[src/cpuPkg.sv]
package cpuPkg;

    // accumulator, memory word and instruction width
    typedef logic [15:0] dataWord;

    // word address into main memory
    typedef logic [7:0] memAddr;

    // alu operation select
    typedef logic [3:0] aluOpCode;

    // instruction class field
    typedef logic [3:0] opClass;

    // main memory depth
    localparam int memWords = 256;

    // arithmetic
    localparam aluOpCode aluAdd  = 4'd0;
    localparam aluOpCode aluSub  = 4'd1;
    localparam aluOpCode aluMul  = 4'd2;
    localparam aluOpCode aluDiv  = 4'd3;
    // shifts and rotates by one place
    localparam aluOpCode aluShl  = 4'd4;
    localparam aluOpCode aluShr  = 4'd5;
    localparam aluOpCode aluRol  = 4'd6;
    localparam aluOpCode aluRor  = 4'd7;
    // bitwise
    localparam aluOpCode aluAnd  = 4'd8;
    localparam aluOpCode aluOr   = 4'd9;
    localparam aluOpCode aluXor  = 4'd10;
    localparam aluOpCode aluNor  = 4'd11;
    localparam aluOpCode aluNand = 4'd12;
    localparam aluOpCode aluXnor = 4'd13;
    // compares, result is 1 or 0
    localparam aluOpCode aluGt   = 4'd14;
    localparam aluOpCode aluEq   = 4'd15;

    // instruction classes, unlisted codes act as no-op
    localparam opClass classLoad     = 4'd0;
    localparam opClass classStore    = 4'd1;
    localparam opClass classAlu      = 4'd2;
    localparam opClass classJump     = 4'd3;
    localparam opClass classJumpZero = 4'd4;
    localparam opClass classHalt     = 4'd15;

    // instruction word layout, msb first
    typedef struct packed {
        opClass   instrClass;
        aluOpCode aluOp;
        memAddr   operand;
    } instrFields;

    // core side memory access
    typedef struct packed {
        memAddr  addr;
        dataWord writeData;
        logic    write;
    } memRequest;

    // reported with every store
    typedef struct packed {
        memAddr  addr;
        dataWord value;
    } storeEvent;

endpackage

[src/mainMemory.sv]
module mainMemory (
    input  logic               clock,
    input  logic               arstN,
    input  logic               hostWrite,
    input  cpuPkg::memAddr     hostAddr,
    input  cpuPkg::dataWord    hostData,
    input  logic               coreActive,
    input  cpuPkg::memRequest  coreRequest,
    output cpuPkg::dataWord    readData
);

    import cpuPkg::*;

    // word storage
    dataWord memArray [memWords];

    // single write port, shared between host and core
    logic    writeEnable;
    memAddr  writeAddr;
    dataWord writeValue;

    // owner of the write port follows coreActive
    always_comb begin
        if (coreActive) begin
            writeEnable = coreRequest.write;
            writeAddr   = coreRequest.addr;
            writeValue  = coreRequest.writeData;
        end else begin
            // host loads program and data only while the core is idle
            writeEnable = hostWrite;
            writeAddr   = hostAddr;
            writeValue  = hostData;
        end
    end

    always_ff @(posedge clock) begin
        if (writeEnable) begin
            memArray[writeAddr] <= writeValue;
        end
    end

    // registered read, data one cycle after the address
    // a same cycle write returns the old word
    always_ff @(posedge clock or negedge arstN) begin
        if (!arstN) begin
            readData <= '0;
        end else if (coreActive) begin
            readData <= memArray[coreRequest.addr];
        end
    end

    // host must not touch memory while a program runs
    hostIdleOnly: assert property (
        @(posedge clock) disable iff (!arstN)
        coreActive |-> !hostWrite
    ) else $error("host write while core is active");

endmodule

[config.mk]
export PLATFORM = sky130hd
export DESIGN_NAME = mainMemory
export DESIGN_NICKNAME = d
export VERILOG_FILES = /design/src/cpuPkg.sv /design/src/mainMemory.sv
export SDC_FILE = /design/constraint.sdc
export NUM_CORES = 2
export LEC_CHECK = 0
export BUFFER_PORTS_ARGS = -buffer_cell sky130_fd_sc_hd__buf_2
export CAP_MARGIN = 30
export CORE_UTILIZATION = 50
export DETAILED_ROUTE_END_ITERATION = 7
export PLACE_DENSITY = 0.72
export SLEW_MARGIN = 10
export SYNTH_ARGS = -nofsm -noshare
export SYNTH_HDL_FRONTEND = slang
export SYNTH_SLANG_ARGS = --single-unit
[constraint.sdc]
create_clock -name clock -period 5.7 [get_ports clock]
set_input_delay 0 -clock clock [delete_from_list [all_inputs] [get_ports clock]]
set_output_delay 0 -clock clock [all_outputs]
set_load 0.02 [all_outputs]
Yosys cells after proc, flatten, opt, wreduce, memory -nomap -nowiden
Memories as Yosys holds them, arrays and structs flattened. A register that Yosys moved wholly into a read port is not among the register bits. Cells that the tools add are included. W data, S select, Z words.

Register bits after elaboration: 0. RAM bits: 4096. Output and inout bits: 16. Logic and storage cells: 7. Memories kept: 1.

Mux-type cells: 5. Reduce and logical (&&, ||, !) cells: 1.

Memory list: memArray (depth 256, width 16, rd ports 1, clocked after memory_dff 1, write ports 1, RTL line mainMemory.sv:15) `dataWord memArray [memWords];`.

Operators by type and width (count): $mux W16 (1); $mux W8 (1); $mux W1 (3); $logic_not A1 Y1 (1).

Logic depth before layout (Yosys ltp)
Depth after elaboration: 3. Mapped depth: 14.

Least setup slack after synthesis
No wires, ideal clock.

Kind: in2reg. Start: in coreActive. End: mem memArray[0][10] (netlist name) (data pin). Library setup time: 0.556 ns. Arrival time: 2.686 ns. Slack: 2.458 ns. Cell stages on the path: 4. Path buffers: 3. Path through: clkbuf_1 -> buf_6 -> clkbuf_1 -> mux2_2.

Longest elaborated chain between the ends: 1.

Ends and longest elaborated chain: from (decl) (RTL line mainMemory.sv:7) `input logic coreActive,`; $mux W16 (RTL line mainMemory.sv:24) `if (coreActive) begin`; via writeValue[10] (RTL line mainMemory.sv:20) `dataWord writeValue;`; to (decl) (RTL line mainMemory.sv:15).

The timed path passes the listed nets, and every way through them passes these cells.

Worst setup path in the final report
Start: in coreActive. End: mem memArray[64][5] (netlist name) (enable).

Longest elaborated chain between the ends: 3.

Ends and longest elaborated chain: $mux W1 (RTL line mainMemory.sv:24); $mux W1 (RTL line mainMemory.sv:37) `if (writeEnable) begin`; $mux W1 (not written as such) (RTL line mainMemory.sv:38) `memArray[writeAddr] <= writeValue;`.

Several ways; a longest one is shown, not always the timed one.

==> results_dict.tcl <==
set metrics [dict create \
    status "finished with violations" \
    violations "DRC" \
    timing.rr.start "memArray[234][14]" \
    tns_ns 0 \
    p_sw_mw 14.1 \
    leakagePower_nw 57.9 \
    postRouteAntennaNets 0 \
    cp.required_ns 6.35 \
    swShare_pct 22.2 \
    finalCritPeriodShare_pct 64.6 \
    yosys_warnings 0 \
    finClkSkew_ns 0.0777 \
    async_flop_share_pct 0.389 \
    root_buffer "clkbuf_16" \
    clkSinkCount 4112 \
    io_pins 69 \
    die_w_um 567 \
    path_clk_slew_ns 0.06 \
    start_kind "primary input" \
    arrival_ns 4.33 \
    drt-total-wl_mm 442 \
    grt_antenna_before_repair 37 \
    cp_max_fo 27 \
    multi_input_area_um2 33100 \
    rows 206 \
    holdCritStartpoint "coreRequest[11]" \
    ys.flop_type "edfxtp_1" \
    p_seq_share_pct 52.9 \
    min_period_ns 3.68 \
    io_buffer_count 68 \
    synth_seq_cells 4112 \
    cts_setup_buffers 0 \
    drt_pre_antenna_iters 8 \
    hp-class "in2reg" \
    dp.cells 11900 \
    critPathKind "in2reg" \
    synth_cell_types 70 \
    clk-insertion-delay-late_ns 0.99 \
    area_delta_synth_final_pct 13.1 \
    grt_max_degree 185 \
    ctsHoldBuffers 37 \
    wl_per_cell_um 34.9 \
    fin_nets 8215 \
    coreArea_um2 316000 \
    stdcell_area_um2 180000 \
    numCtsBuffers 400 \
    worstSetupEndpointType "flop" \
    power-per-cell-area_nw_per_um2 353 \
    grt_pass1_wl_mm 620 \
    cts_tree "yes" \
    fill_cells 22400 \
    synth_nets 7677 \
    clkPwrFrac_pct 41.5 \
    drv_slew 0 \
    stdcell_count 12700 \
    grt_pass1_vias 82000 \
    initial_core_util_pct 50.4 \
    drc 4 \
    hold_violations 0 \
    vias_per_cell 6.60 \
    overflow 0 \
    grtUsageTotal_pct 27.2 \
    drive_gt1_share_pct 22.2 \
    netlist_instances 7624 \
    power_frac_comb_pct 5.6 \
    synth_edf_count 4096 \
    fin_ws_ns 2.02 \
    slew_headroom_pct 13.7 \
    finalSetupViolCount 0 \
    gp_routability_congestion 0.937 \
    die_y_um 567 \
    clock_path_buffers 4 \
    h-tree-depth 5 \
    post_dp_cell_area_um2 166000 \
    p_int_mw 49.5 \
    vias 83700 \
    max_freq_ghz 0.272 \
    synth_area_um2 159000 \
    seq_area_frac_synth_pct 77.4 \
    dp_hpwl_mm 260 \
    ir_drop_mv 0.286 \
    ctsResizeCount 0 \
    initialDrtViolationCount 13400 \
    syn_area_per_cell_um2 20.9 \
    die_area_um2 321000 \
    dp_slack_ns 1.38 \
    holdWs_ns 0.0464 \
    seq_area_um2 123000 \
    crit_start "coreActive" \
    maxCapViolations 0 \
    worstMarginPinSlew_ns 1.29 \
    rsz0062_at_grt "false" \
]
## through the flow
step	power, mW	utilization [%]
finish	63.6	57.0
floorplan	36.3	-
detailed placement	37.7	52.6
global route	65.0	57.0
CTS	63.7	56.9
global placement	37.6	52.5
## flip-flops by register name, summed over array words and instances (netlist names)
| signal | cells |
|---|---|
| memArray | 4096 |
| readData | 16 |
## cells in the final DEF (no fill, tap or decap), types with 16 or more instances in the layout
| master | count |
|---|---|
| a2111oi_0 | 45 |
| a211oi_1 | 103 |
| a21oi_1 | 124 |
| a221oi_1 | 43 |
| a22o_1 | 22 |
| a22oi_1 | 98 |
| buf_12 | 42 |
| buf_2 | 68 |
| buf_4 | 414 |
| buf_8 | 26 |
| bufinv_16 | 39 |
| clkbuf_1 | 75 |
| clkbuf_16 | 401 |
| clkinv_1 | 89 |
| clkinv_2 | 73 |
| dfrtp_1 | 16 |
| diode_2 | 22 |
| dlygate4sd3_1 | 31 |
| edfxtp_1 | 4096 |
| mux2_8 | 16 |
| mux2i_1 | 643 |
| mux4_1 | 57 |
| mux4_2 | 661 |
| nand2_1 | 205 |
| nand3_1 | 62 |
| nand4_1 | 29 |
| nor2_1 | 276 |
| nor2_2 | 43 |
| nor3_1 | 36 |
| nor4_1 | 17 |
| o21ai_0 | 119 |
| o221ai_1 | 121 |
| o22ai_1 | 177 |
## kinds of logic after synthesis
group | count (synthesis) | share of synthesized area [%]
AOI/OAI and AO/OA | 917 | 4.02
muxes | 1382 | 14.5
buffers and inverters | 475 | 2.05
DFF | 4112 | 77.4
and+or+nand+nor | 738 | 2.02
## power by group through the flow
stage                     logic (mW)  registers [mW]  clock network, mW
after floorplan                 1.94            34.4                  0
after global placement          3.30            34.3                  0
after detailed placement        3.40            34.3                  0
after CTS                       3.47            33.7               26.5
after global routing            3.65            33.6               27.7
final                           3.56            33.7               26.4
## synthesized netlist by cell type (15+ instances only)
cell       number  share of area, %
nor3_1         38              0.12
dfrtp_1        16              0.25
nand4_1        29              0.11
buf_1          25             0.059
nand3_1        63              0.20
edfxtp_1     4096                77
o22ai_1       177              0.69
buf_2          98              0.31
mux4_2        661               9.3
inv_1          15             0.035
mux4_1         57              0.94
clkbuf_1      143              0.34
buf_8          27              0.25
o21ai_0       120              0.38
a211oi_1      103              0.49
buf_6          85              0.60
a221oi_1       43              0.24
a2111oi_0      49              0.27
nor4_1         18             0.071
nor2b_1        17             0.067
nand2_1       205              0.48
a21oi_1       124              0.39
buf_4          66              0.31
a22o_1         22              0.12
mux2_2         21              0.15
o221ai_1      121              0.67
a22oi_1        98              0.46
nor2_1        321              0.76
mux2i_1       643               4.0
## routing by layer
layer	vias up	part of all wire [%]	global-route usage, %
met3	956	14	7.75
met4	18	5.0	11.7
li1	33100	-	-
met1	43400	36	37.0
met5	-	0.024	0
met2	6247	46	41.4
## worst paths after layout
check / endpoint / slack [ns] / depth (start not counted)
worst max-delay path: memArray[64][5] / 2.02 / 8
worst min-delay path: memArray[187][10] / 0.05 / 2
worst max register to register: readData[14] / 2.47 / 7
worst min register to register: readData[6] / 0.57 / 2
max in group asynchronous: readData[13] / 5.30 / 4
min in group asynchronous: readData[2] / 0.14 / 4
## critical path, stage by stage
cell and delay, ns:
dlygate4sd3_1 0.53, buf_4 0.43, buf_4 0.64, a22o_1 0.50, nand3_1 0.84, buf_4 0.51
nor2_1 0.51, buf_4 0.32
## final cells by class
| type | instances | share of cell area [%] |
|---|---|---|
| Sequential cell | 4112 | 68.5 |
| Multi-Input combinational cell | 3037 | 18.4 |
| Timing Repair Buffer | 595 | 2.91 |
| Clock buffer | 482 | 5.77 |
| Antenna cell | 22 | 0.0306 |
| Inverter | 16 | 0.0375 |
| Tap cell | 4160 | 2.89 |
| Clock inverter | 251 | 1.49 |
Power figures use the tool's default switching activity.
