[src/cpuPkg.sv]
package cpuPkg;

    // accumulator, memory word and instruction width
    typedef logic [15:0] dataWord;

    // word address into main memory
    typedef logic [7:0] memAddr;

    // alu operation select
    typedef logic [3:0] aluOpCode;

    // instruction class field
    typedef logic [3:0] opClass;

    // main memory depth
    localparam int memWords = 256;

    // arithmetic
    localparam aluOpCode aluAdd  = 4'd0;
    localparam aluOpCode aluSub  = 4'd1;
    localparam aluOpCode aluMul  = 4'd2;
    localparam aluOpCode aluDiv  = 4'd3;
    // shifts and rotates by one place
    localparam aluOpCode aluShl  = 4'd4;
    localparam aluOpCode aluShr  = 4'd5;
    localparam aluOpCode aluRol  = 4'd6;
    localparam aluOpCode aluRor  = 4'd7;
    // bitwise
    localparam aluOpCode aluAnd  = 4'd8;
    localparam aluOpCode aluOr   = 4'd9;
    localparam aluOpCode aluXor  = 4'd10;
    localparam aluOpCode aluNor  = 4'd11;
    localparam aluOpCode aluNand = 4'd12;
    localparam aluOpCode aluXnor = 4'd13;
    // compares, result is 1 or 0
    localparam aluOpCode aluGt   = 4'd14;
    localparam aluOpCode aluEq   = 4'd15;

    // instruction classes, unlisted codes act as no-op
    localparam opClass classLoad     = 4'd0;
    localparam opClass classStore    = 4'd1;
    localparam opClass classAlu      = 4'd2;
    localparam opClass classJump     = 4'd3;
    localparam opClass classJumpZero = 4'd4;
    localparam opClass classHalt     = 4'd15;

    // instruction word layout, msb first
    typedef struct packed {
        opClass   instrClass;
        aluOpCode aluOp;
        memAddr   operand;
    } instrFields;

    // core side memory access
    typedef struct packed {
        memAddr  addr;
        dataWord writeData;
        logic    write;
    } memRequest;

    // reported with every store
    typedef struct packed {
        memAddr  addr;
        dataWord value;
    } storeEvent;

endpackage

[src/alu.sv]
module alu (
    input  cpuPkg::aluOpCode opCode,
    input  cpuPkg::dataWord  operandA,
    input  cpuPkg::dataWord  operandB,
    output cpuPkg::dataWord  result
);

    import cpuPkg::*;

    // purely combinational, every one of the 16 codes is decoded
    always_comb begin
        case (opCode)
            aluAdd: begin
                result = operandA + operandB;
            end
            aluSub: begin
                result = operandA - operandB;
            end
            aluMul: begin
                // 16 bit context keeps the low half of the product
                result = operandA * operandB;
            end
            aluDiv: begin
                // divide by zero saturates to all ones
                if (operandB == '0) begin
                    result = '1;
                end else begin
                    result = operandA / operandB;
                end
            end
            // single place shifts, operandB unused here
            aluShl: begin
                result = {operandA[14:0], 1'b0};
            end
            aluShr: begin
                result = {1'b0, operandA[15:1]};
            end
            aluRol: begin
                result = {operandA[14:0], operandA[15]};
            end
            aluRor: begin
                result = {operandA[0], operandA[15:1]};
            end
            aluAnd: begin
                result = operandA & operandB;
            end
            aluOr: begin
                result = operandA | operandB;
            end
            aluXor: begin
                result = operandA ^ operandB;
            end
            aluNor: begin
                result = ~(operandA | operandB);
            end
            aluNand: begin
                result = ~(operandA & operandB);
            end
            aluXnor: begin
                result = ~(operandA ^ operandB);
            end
            // unsigned compares
            aluGt: begin
                result = (operandA > operandB) ? 16'd1 : 16'd0;
            end
            aluEq: begin
                result = (operandA == operandB) ? 16'd1 : 16'd0;
            end
        endcase
    end

endmodule

[src/cpuCore.sv]
module cpuCore (
    input  logic               clock,
    input  logic               arstN,
    input  logic               start,
    input  cpuPkg::dataWord    readData,
    output cpuPkg::memRequest  coreRequest,
    output logic               busy,
    output logic               halted,
    output logic               storeStrobe,
    output cpuPkg::storeEvent  storeInfo,
    output cpuPkg::dataWord    accumulator
);

    import cpuPkg::*;

    // one instruction takes fetch, decode, operand, execute
    typedef enum logic [2:0] {
        stIdle,
        stFetch,
        stDecode,
        stOperand,
        stExecute,
        stHalt
    } coreState;

    coreState   state;

    // program counter, wraps 255 to 0
    memAddr     pc;
    // instruction register
    instrFields ir;
    // memory buffer register
    dataWord    mbr;

    // word arriving from memory, seen as an instruction in decode
    instrFields fetched;
    dataWord    aluResult;

    assign fetched = instrFields'(readData);

    // operand word is the buffer input during execute,
    // so the alu result lands on the same edge as the buffer load
    alu i_alu (
        .opCode   (ir.aluOp),
        .operandA (accumulator),
        .operandB (readData),
        .result   (aluResult)
    );

    // memory address and write control
    always_comb begin
        coreRequest.addr      = pc;
        coreRequest.writeData = mbr;
        coreRequest.write     = 1'b0;
        if (state == stOperand) begin
            // operand phase addresses the operand field
            coreRequest.addr  = ir.operand;
            coreRequest.write = (ir.instrClass == classStore);
        end
    end

    always_ff @(posedge clock or negedge arstN) begin
        if (!arstN) begin
            state       <= stIdle;
            pc          <= '0;
            ir          <= '0;
            mbr         <= '0;
            accumulator <= '0;
            busy        <= 1'b0;
            halted      <= 1'b0;
            storeStrobe <= 1'b0;
            storeInfo   <= '0;
        end else begin
            // strobe lasts exactly one cycle
            storeStrobe <= 1'b0;

            case (state)
                stIdle, stHalt: begin
                    // start runs from address 0, halted clears here
                    if (start) begin
                        state  <= stFetch;
                        pc     <= '0;
                        busy   <= 1'b1;
                        halted <= 1'b0;
                    end
                end

                stFetch: begin
                    // address is pc, word comes back next cycle
                    state <= stDecode;
                end

                stDecode: begin
                    ir    <= fetched;
                    pc    <= pc + memAddr'(1);
                    state <= stOperand;
                    // store data and event prepared for the operand cycle
                    if (fetched.instrClass == classStore) begin
                        mbr         <= accumulator;
                        storeStrobe <= 1'b1;
                        storeInfo   <= '{addr: fetched.operand, value: accumulator};
                    end
                end

                stOperand: begin
                    // store writes now, every other class reads its operand
                    state <= stExecute;
                end

                stExecute: begin
                    mbr   <= readData;
                    state <= stFetch;
                    case (ir.instrClass)
                        classLoad: begin
                            accumulator <= readData;
                        end
                        classAlu: begin
                            accumulator <= aluResult;
                        end
                        classJump: begin
                            pc <= ir.operand;
                        end
                        classJumpZero: begin
                            // taken on a zero accumulator only
                            if (accumulator == '0) begin
                                pc <= ir.operand;
                            end
                        end
                        classHalt: begin
                            state  <= stHalt;
                            busy   <= 1'b0;
                            halted <= 1'b1;
                        end
                        default: begin
                            // store already done, unknown classes are no-ops
                            accumulator <= accumulator;
                        end
                    endcase
                end

                default: begin
                    state <= stIdle;
                end
            endcase
        end
    end

    // registered strobe must line up with the operand write
    strobeInOperand: assert property (
        @(posedge clock) disable iff (!arstN)
        storeStrobe |-> (state == stOperand) && coreRequest.write
    ) else $error("store strobe outside operand cycle");

    // a running core never reports halted
    busyHaltExclusive: assert property (
        @(posedge clock) disable iff (!arstN)
        !(busy && halted)
    ) else $error("busy and halted both high");

endmodule

[config.mk]
export PLATFORM = sky130hd
export DESIGN_NAME = cpuCore
export DESIGN_NICKNAME = d
export VERILOG_FILES = /design/src/cpuPkg.sv /design/src/alu.sv /design/src/cpuCore.sv
export SDC_FILE = /design/constraint.sdc
export NUM_CORES = 1
export LEC_CHECK = 0
export ABC_AREA = 1
export BUFFER_PORTS_ARGS = -buffer_cell sky130_fd_sc_hd__buf_2
export CORE_ASPECT_RATIO = 1.1
export CORE_MARGIN = 1.5
export CORE_UTILIZATION = 28
export CTS_CLUSTER_SIZE = 14
export DETAILED_ROUTE_END_ITERATION = 10
export GPL_TIMING_DRIVEN = 0
export PLACE_DENSITY_LB_ADDON = 0.08
export SYNTH_ARGS = -nofsm -noshare
export SYNTH_HDL_FRONTEND = slang
export SYNTH_SLANG_ARGS = --single-unit
[constraint.sdc]
create_clock -name clock -period 23.6 [get_ports clock]
set_input_delay 4.72 -clock clock [delete_from_list [all_inputs] [get_ports clock]]
set_output_delay 4.72 -clock clock [all_outputs]
set_load 0.05 [all_outputs]
=== Yosys cells after proc, flatten, opt, wreduce, memory -nomap -nowiden ===
Cells that the tools add are included.
Widths: inputs -> output; s select.

* Register bits: 86
* Input bits: 19
* Output and inout port bits: 68
* Word-level logic and storage cells: 95

* $add $sub $neg: 3
* Multiply operators: 1
* Divide/modulo/power cells: 1
* Magnitude comparators: 1
* Eq/ne operators: 32
* Multiplexer cells: 24
* Bitwise gates (word level): 6
* Reduce and logical (&&, ||, !) cells: 15

{| class="wikitable"
|+ Operators with widths
! kind !! count
|-
| $pmux 16 s16 || 1
|-
| $pmux 16 s2 || 2
|-
| $not 16->16 || 3
|-
| $eq 4x4->1 const B || 9
|-
| $logic_not 16->1 || 2
|-
| $mux 16 || 2
|-
| $mux 8 || 3
|-
| $pmux 8 s3 || 1
|-
| $eq 4x3->1 const B || 5
|-
| $add 16x16->16 || 1
|-
| $and 16x16->16 || 1
|-
| $div 16x16->16 || 1
|-
| $eq 16x16->1 || 1
|-
| $eq 4x2->1 const B || 4
|-
| $gt 16x16->1 || 1
|-
| $mul 16x16->16 || 1
|-
| $or 16x16->16 || 1
|-
| $pmux 8 s2 || 1
|-
| $sub 16x16->16 || 1
|-
| $xor 16x16->16 || 1
|-
| $pmux 3 s5 || 1
|-
| $eq 4x1->1 const B || 3
|-
| $mux 1 || 9
|-
| $add 8x1->8 const B || 1
|-
| 17 further kinds || 27
|}

=== Longest topological paths before layout ===
* Word-level depth: 4
* Mapped depth: 198
* Gate-level depth less buffers: 194

=== Cells and area by module ===
From an unflattened synthesis, not the netlist that was laid out.

* Cells, all modules: 2676
* Area total of the unflattened synthesis: 17941.0 sq um

{| class="wikitable"
|+ Modules (own cells, without submodules)
! module !! times used !! cells an instance !! area an instance (sq um)
|-
| alu || 1 || 2193 || 13968.4
|-
| cpuCore || 1 || 483 || 3972.6
|}

=== Least setup slack after synthesis ===
OpenSTA, ideal clock, no wires.

* Path kind: in2reg
* Start: input port readData[0]
* End: register accumulator[0]
* Library setup time: 0.122 ns
* Arrival time: 25.770 ns
* Data required time: 23.478 ns
* Path slack: -2.293 ns
* Cell stages on the path: 181
* Buffers on the path: 7
* Cells stage by stage: inv_1 -> ha_1 -> nor2_1 -> nor2_1 -> nand4_1 -> nand2_1 -> ha_1 -> nand2_1 -> inv_1 -> nand2_1 -> nor2_1 -> nand2_1 -> nand2_1 -> nand2_1 -> and2_1 -> ha_1 -> nand2_1 -> o21ai_1 -> (+145 left out) -> a21boi_0 -> o21a_1 -> o21ai_0 -> nand2_1 -> nand2_1 -> nand2_1 -> nand2_1 -> nand2_1 -> nand2_1 -> nand2_1 -> a21oi_1 -> o211ai_1 -> nand2_1 -> nand3_1 -> nand2_1 -> nand4_1 -> nand2_1 -> a21oi_1

* Cells in the longest elaborated chain, start to end: 4
* Elaborated cells between the ends (all ways): 18
* Those cells by class: 2 x add/sub; 1 x mul; 1 x div; 1 x order compare; 1 x eq/ne; 5 x mux; 6 x bitwise; 1 x reduce/logical

{| class="wikitable"
|+ RTL lines
! item !! RTL line !! text
|-
| from (decl) || cpuCore.sv:5 || <nowiki>input cpuPkg::dataWord readData,</nowiki>
|-
| $div 16x16->16, or another cell as far along || alu.sv:28 || <nowiki>result = operandA / operandB;</nowiki>
|-
| $mux 16, or another cell as far along || alu.sv:25 || <nowiki>if (operandB == '0) begin</nowiki>
|-
| $pmux 16 s16 || alu.sv:12 || <nowiki>case (opCode)</nowiki>
|-
| $pmux 16 s2 (*) || cpuCore.sv:113 || <nowiki>case (ir.instrClass)</nowiki>
|-
| to (signal assigned) || cpuCore.sv:115 || <nowiki>accumulator <= readData;</nowiki>
|-
| to (signal assigned) || cpuCore.sv:118 || <nowiki>accumulator <= aluResult;</nowiki>
|-
| to (signal assigned) || cpuCore.sv:136 || <nowiki>accumulator <= accumulator;</nowiki>
|-
| to (decl) || cpuCore.sv:11 || <nowiki>output cpuPkg::dataWord accumulator</nowiki>
|}

Every way passes the cells marked *; elsewhere a longest branch is shown, timed or not.
A chain may end at the register's enable or synchronous reset.

=== Final worst setup path ===
Same ends and word-level chain as after synthesis.

==> impl_metrics.env <==
export IMPL_status="finished with violations"
export IMPL_violations="capacitance limit, setup timing"
export IMPL_die_area_sq_um=65900
export IMPL_synth_top_flop_cell="dfrtp_1"
export IMPL_ios=87
export IMPL_die_width_microns=245
export IMPL_synthesis_nets=3037
export IMPL_pre_cts_ws_ns=-6.46
export IMPL_drcViolationCount=0
export IMPL_nFillCells=6886
export IMPL_yosys_area_share_simple=0.289
export IMPL_cp_required_ns=23.85
export IMPL_muxShareOfSynthArea=0.00180
export IMPL_netlist_area_sq_um=18000
export IMPL_diodes=0
export IMPL_finalCoreUtilization=0.368
export IMPL_clk_path_buf_depth=2
export IMPL_yosys_area_top_type="ha_1"
export IMPL_synthTopCellsByArea="ha_1, nand2_1, dfrtp_1, fa_1, inv_1"
export IMPL_ys_ff_latch=86
export IMPL_layout_drive_gt1_share=0.269
export IMPL_slowest_delay_ns=0.33
export IMPL_num_vias=19200
export IMPL_cts_tree="done"
export IMPL_drv_slew=0
export IMPL_rsz0062_at_grt="true"
export IMPL_finalWirelength_microns=79900
export IMPL_slowest_stage="ha_4"
export IMPL_layout_cells_non_filler=3781
export IMPL_avgSynthCellArea_sq_um=6.68
export IMPL_track_usage=0.233
export IMPL_area_growth_pct=30.1
export IMPL_antenna_found_initial=0
export IMPL_initial_utilization=0.283
export IMPL_maxSlewHeadroom=0.000457
export IMPL_max_freq_ghz=0.0375
export IMPL_crit_type="primary input to register"
export IMPL_synth_cells=2698
export IMPL_tightest_slew_ns=1.50
export IMPL_synth_yosys_seq_area_share=0.119
export IMPL_finClkSkew_ns=0.0289
export IMPL_setup_slack_ns=-3.04
export IMPL_htreeDepth=3
export IMPL_grt_pass1_wl_microns=116000
export IMPL_min_period_ns=26.64
export IMPL_start_kind="primary input"
export IMPL_die_height_microns=269
export IMPL_worstPathMaxFanout=8
export IMPL_path_clk_slew_ns=0.07
export IMPL_vias_per_cell=5.07
export IMPL_finalCritPeriodShare=1.13
export IMPL_firstDrtPassIters=5
export IMPL_synth_top_family_by_area="simple AND/OR/NAND/NOR gates"
export IMPL_cts_made_buffers=9
export IMPL_synth_xor_area_share=0.0471
export IMPL_routedWlPerCell_microns=21.1
export IMPL_cp_arrival_ns=26.89
export IMPL_final_hold_viol_count=0
export IMPL_insertion_delay_ns=0.39
export IMPL_worstHoldPathType="register to register"
export IMPL_grt_pass1_vias=18900
export IMPL_synth_fa_ha_area_frac=0.256
export IMPL_antenna_left=0
export IMPL_clkSinkCount=86
export IMPL_finalSetupViolCount=2
export IMPL_core_sq_um=63700
export IMPL_critical_path_endpoint_type="register"
export IMPL_grt_overflow=0
export IMPL_maxCapViolCount=1
export IMPL_synth_compound_area_frac=0.167
export IMPL_dp_hpwl_microns=59900
export IMPL_yosysWarnings=0
export IMPL_num_rows=97
export IMPL_place_gp_congestion=0.976
export IMPL_fin_nets=3275
export IMPL_synth_largest_type_area_fraction=0.165
export IMPL_synthArstFlopShare=1.00
export IMPL_cts_root_buf="clkbuf_16"
export IMPL_drt_iter0_markers=1178
export IMPL_io_buffers=86
export IMPL_synth_edf_count=0
export IMPL_dp_cells=3627
export IMPL_synth_distinct_cells=76
export IMPL_crit_top_cell="nand2_2"
export IMPL_grt_start_max_net_pins=51
critical path: cells and delay by family:
family | cells | cell delay (ns)
AOI/OAI and AO/OA | 33 | 5.14
xor gates and xnor gates | 2 | 0.42
and+or+nand+nor | 100 | 9.82
adders and majority gates | 16 | 4.26
buffers and inverters | 26 | 2.47
flip-flops by register name, indices dropped and copies added, names as in the netlist:
name         flops
accumulator     16
busy             1
halted           1
ir              16
mbr             16
pc               8
state            3
storeInfo       24
storeStrobe      1
cell usage after synthesis, drive strengths merged (11+ instances only):
cell type,instances
a21oi,136
a221oi,14
a22oi,12
a31oi,11
and2,19
buf,30
clkbuf,64
dfrtp,86
fa,82
ha,238
inv,457
nand2,720
nand3,172
nand4,18
nor2,136
nor3,34
nor4,13
o211ai,27
o21ai,186
o221ai,13
o22ai,27
or2,28
xnor2,36
xor2,61
routing by layer:
metal / vias to the layer above / track usage / part of all wire
met5: - / 0 / 0
met4: 0 / 0.0785 / 0.036
met3: 117 / 0.0194 / 0.028
met2: 388 / 0.424 / 0.51
met1: 9355 / 0.286 / 0.43
li1: 9294 / - / -
final cells by class:
class	instances	area (sq um)	area share
inverters	460	1790	0.0764
repair buffers	225	1700	0.0723
well taps	841	1050	0.0449
clock buffers	9	225	0.00960
multi-input cells	2060	15900	0.679
flip-flops and latches	86	2150	0.0917
plain buffers	92	517	0.0220
clock inverters	6	72.6	0.00309
repair inverters	2	13.8	0.000587
what timing repair did:
action                     in CTS  in global routing
gates cloned                    3                  7
setup endpoints to repair       4                  4
gates resized for setup        80                366
buffers inserted               45                 86
hold buffers                    0                  0
pin swaps                      57                184
placed cells by master, fill, tap and decap left out, types with 26 or more instances in the layout:
master / count
nand2_1: 584
inv_1: 396
ha_1: 171
buf_4: 121
o21ai_0: 115
nor2_1: 112
nand2_2: 106
a21oi_1: 105
nand3_1: 99
buf_2: 93
dfrtp_1: 86
fa_1: 82
ha_4: 62
xor2_1: 61
clkbuf_1: 58
nand3_2: 55
inv_2: 46
xnor2_1: 36
o21ai_2: 35
nand2_4: 30
o211ai_1: 27
o22ai_1: 27
o21ai_1: 26
logic make-up after synthesis:
group,after synthesis
flip-flops,86
buffers and inverters,554
XOR/XNOR,97
multiplexers,2
AND/OR/NAND/NOR,1148
adder cells (fa/ha/maj),320
AO/OA/AOI/OAI,491
stage by stage:
step / setup TNS (ns) / hold WS, ns / cell area (sq um)
floorplan: -1.46 / 0.497 / 18500
global placement: -14.25 / 0.460 / 20000
detailed placement: -14.97 / 0.457 / 20100
CTS: -6.09 / 0.473 / 21100
global route: -8.79 / 0.497 / 23500
finish: -4.76 / 0.468 / 23500
final timing paths:
kind                                                   from                         end  slack (ns)  cells after the start
worst max register to register  accumulator[15]$_DFFE_PN0P_  accumulator[0]$_DFFE_PN0P_        0.82                    175
worst min register to register     storeInfo[3]$_DFFE_PN0P_    storeInfo[3]$_DFFE_PN0P_        0.47                      2
min in group asynchronous                             arstN  accumulator[8]$_DFFE_PN0P_        4.37                      1
worst max-delay path                            readData[0]  accumulator[0]$_DFFE_PN0P_       -3.04                    177
max in group asynchronous                             arstN          mbr[2]$_DFFE_PN0P_       18.50                      2
worst min-delay path               storeInfo[3]$_DFFE_PN0P_    storeInfo[3]$_DFFE_PN0P_        0.47                      2
Power is left out: the tool's default activity adds up to more than one toggle a clock period on the data nets, which glitch-free logic cannot reach.
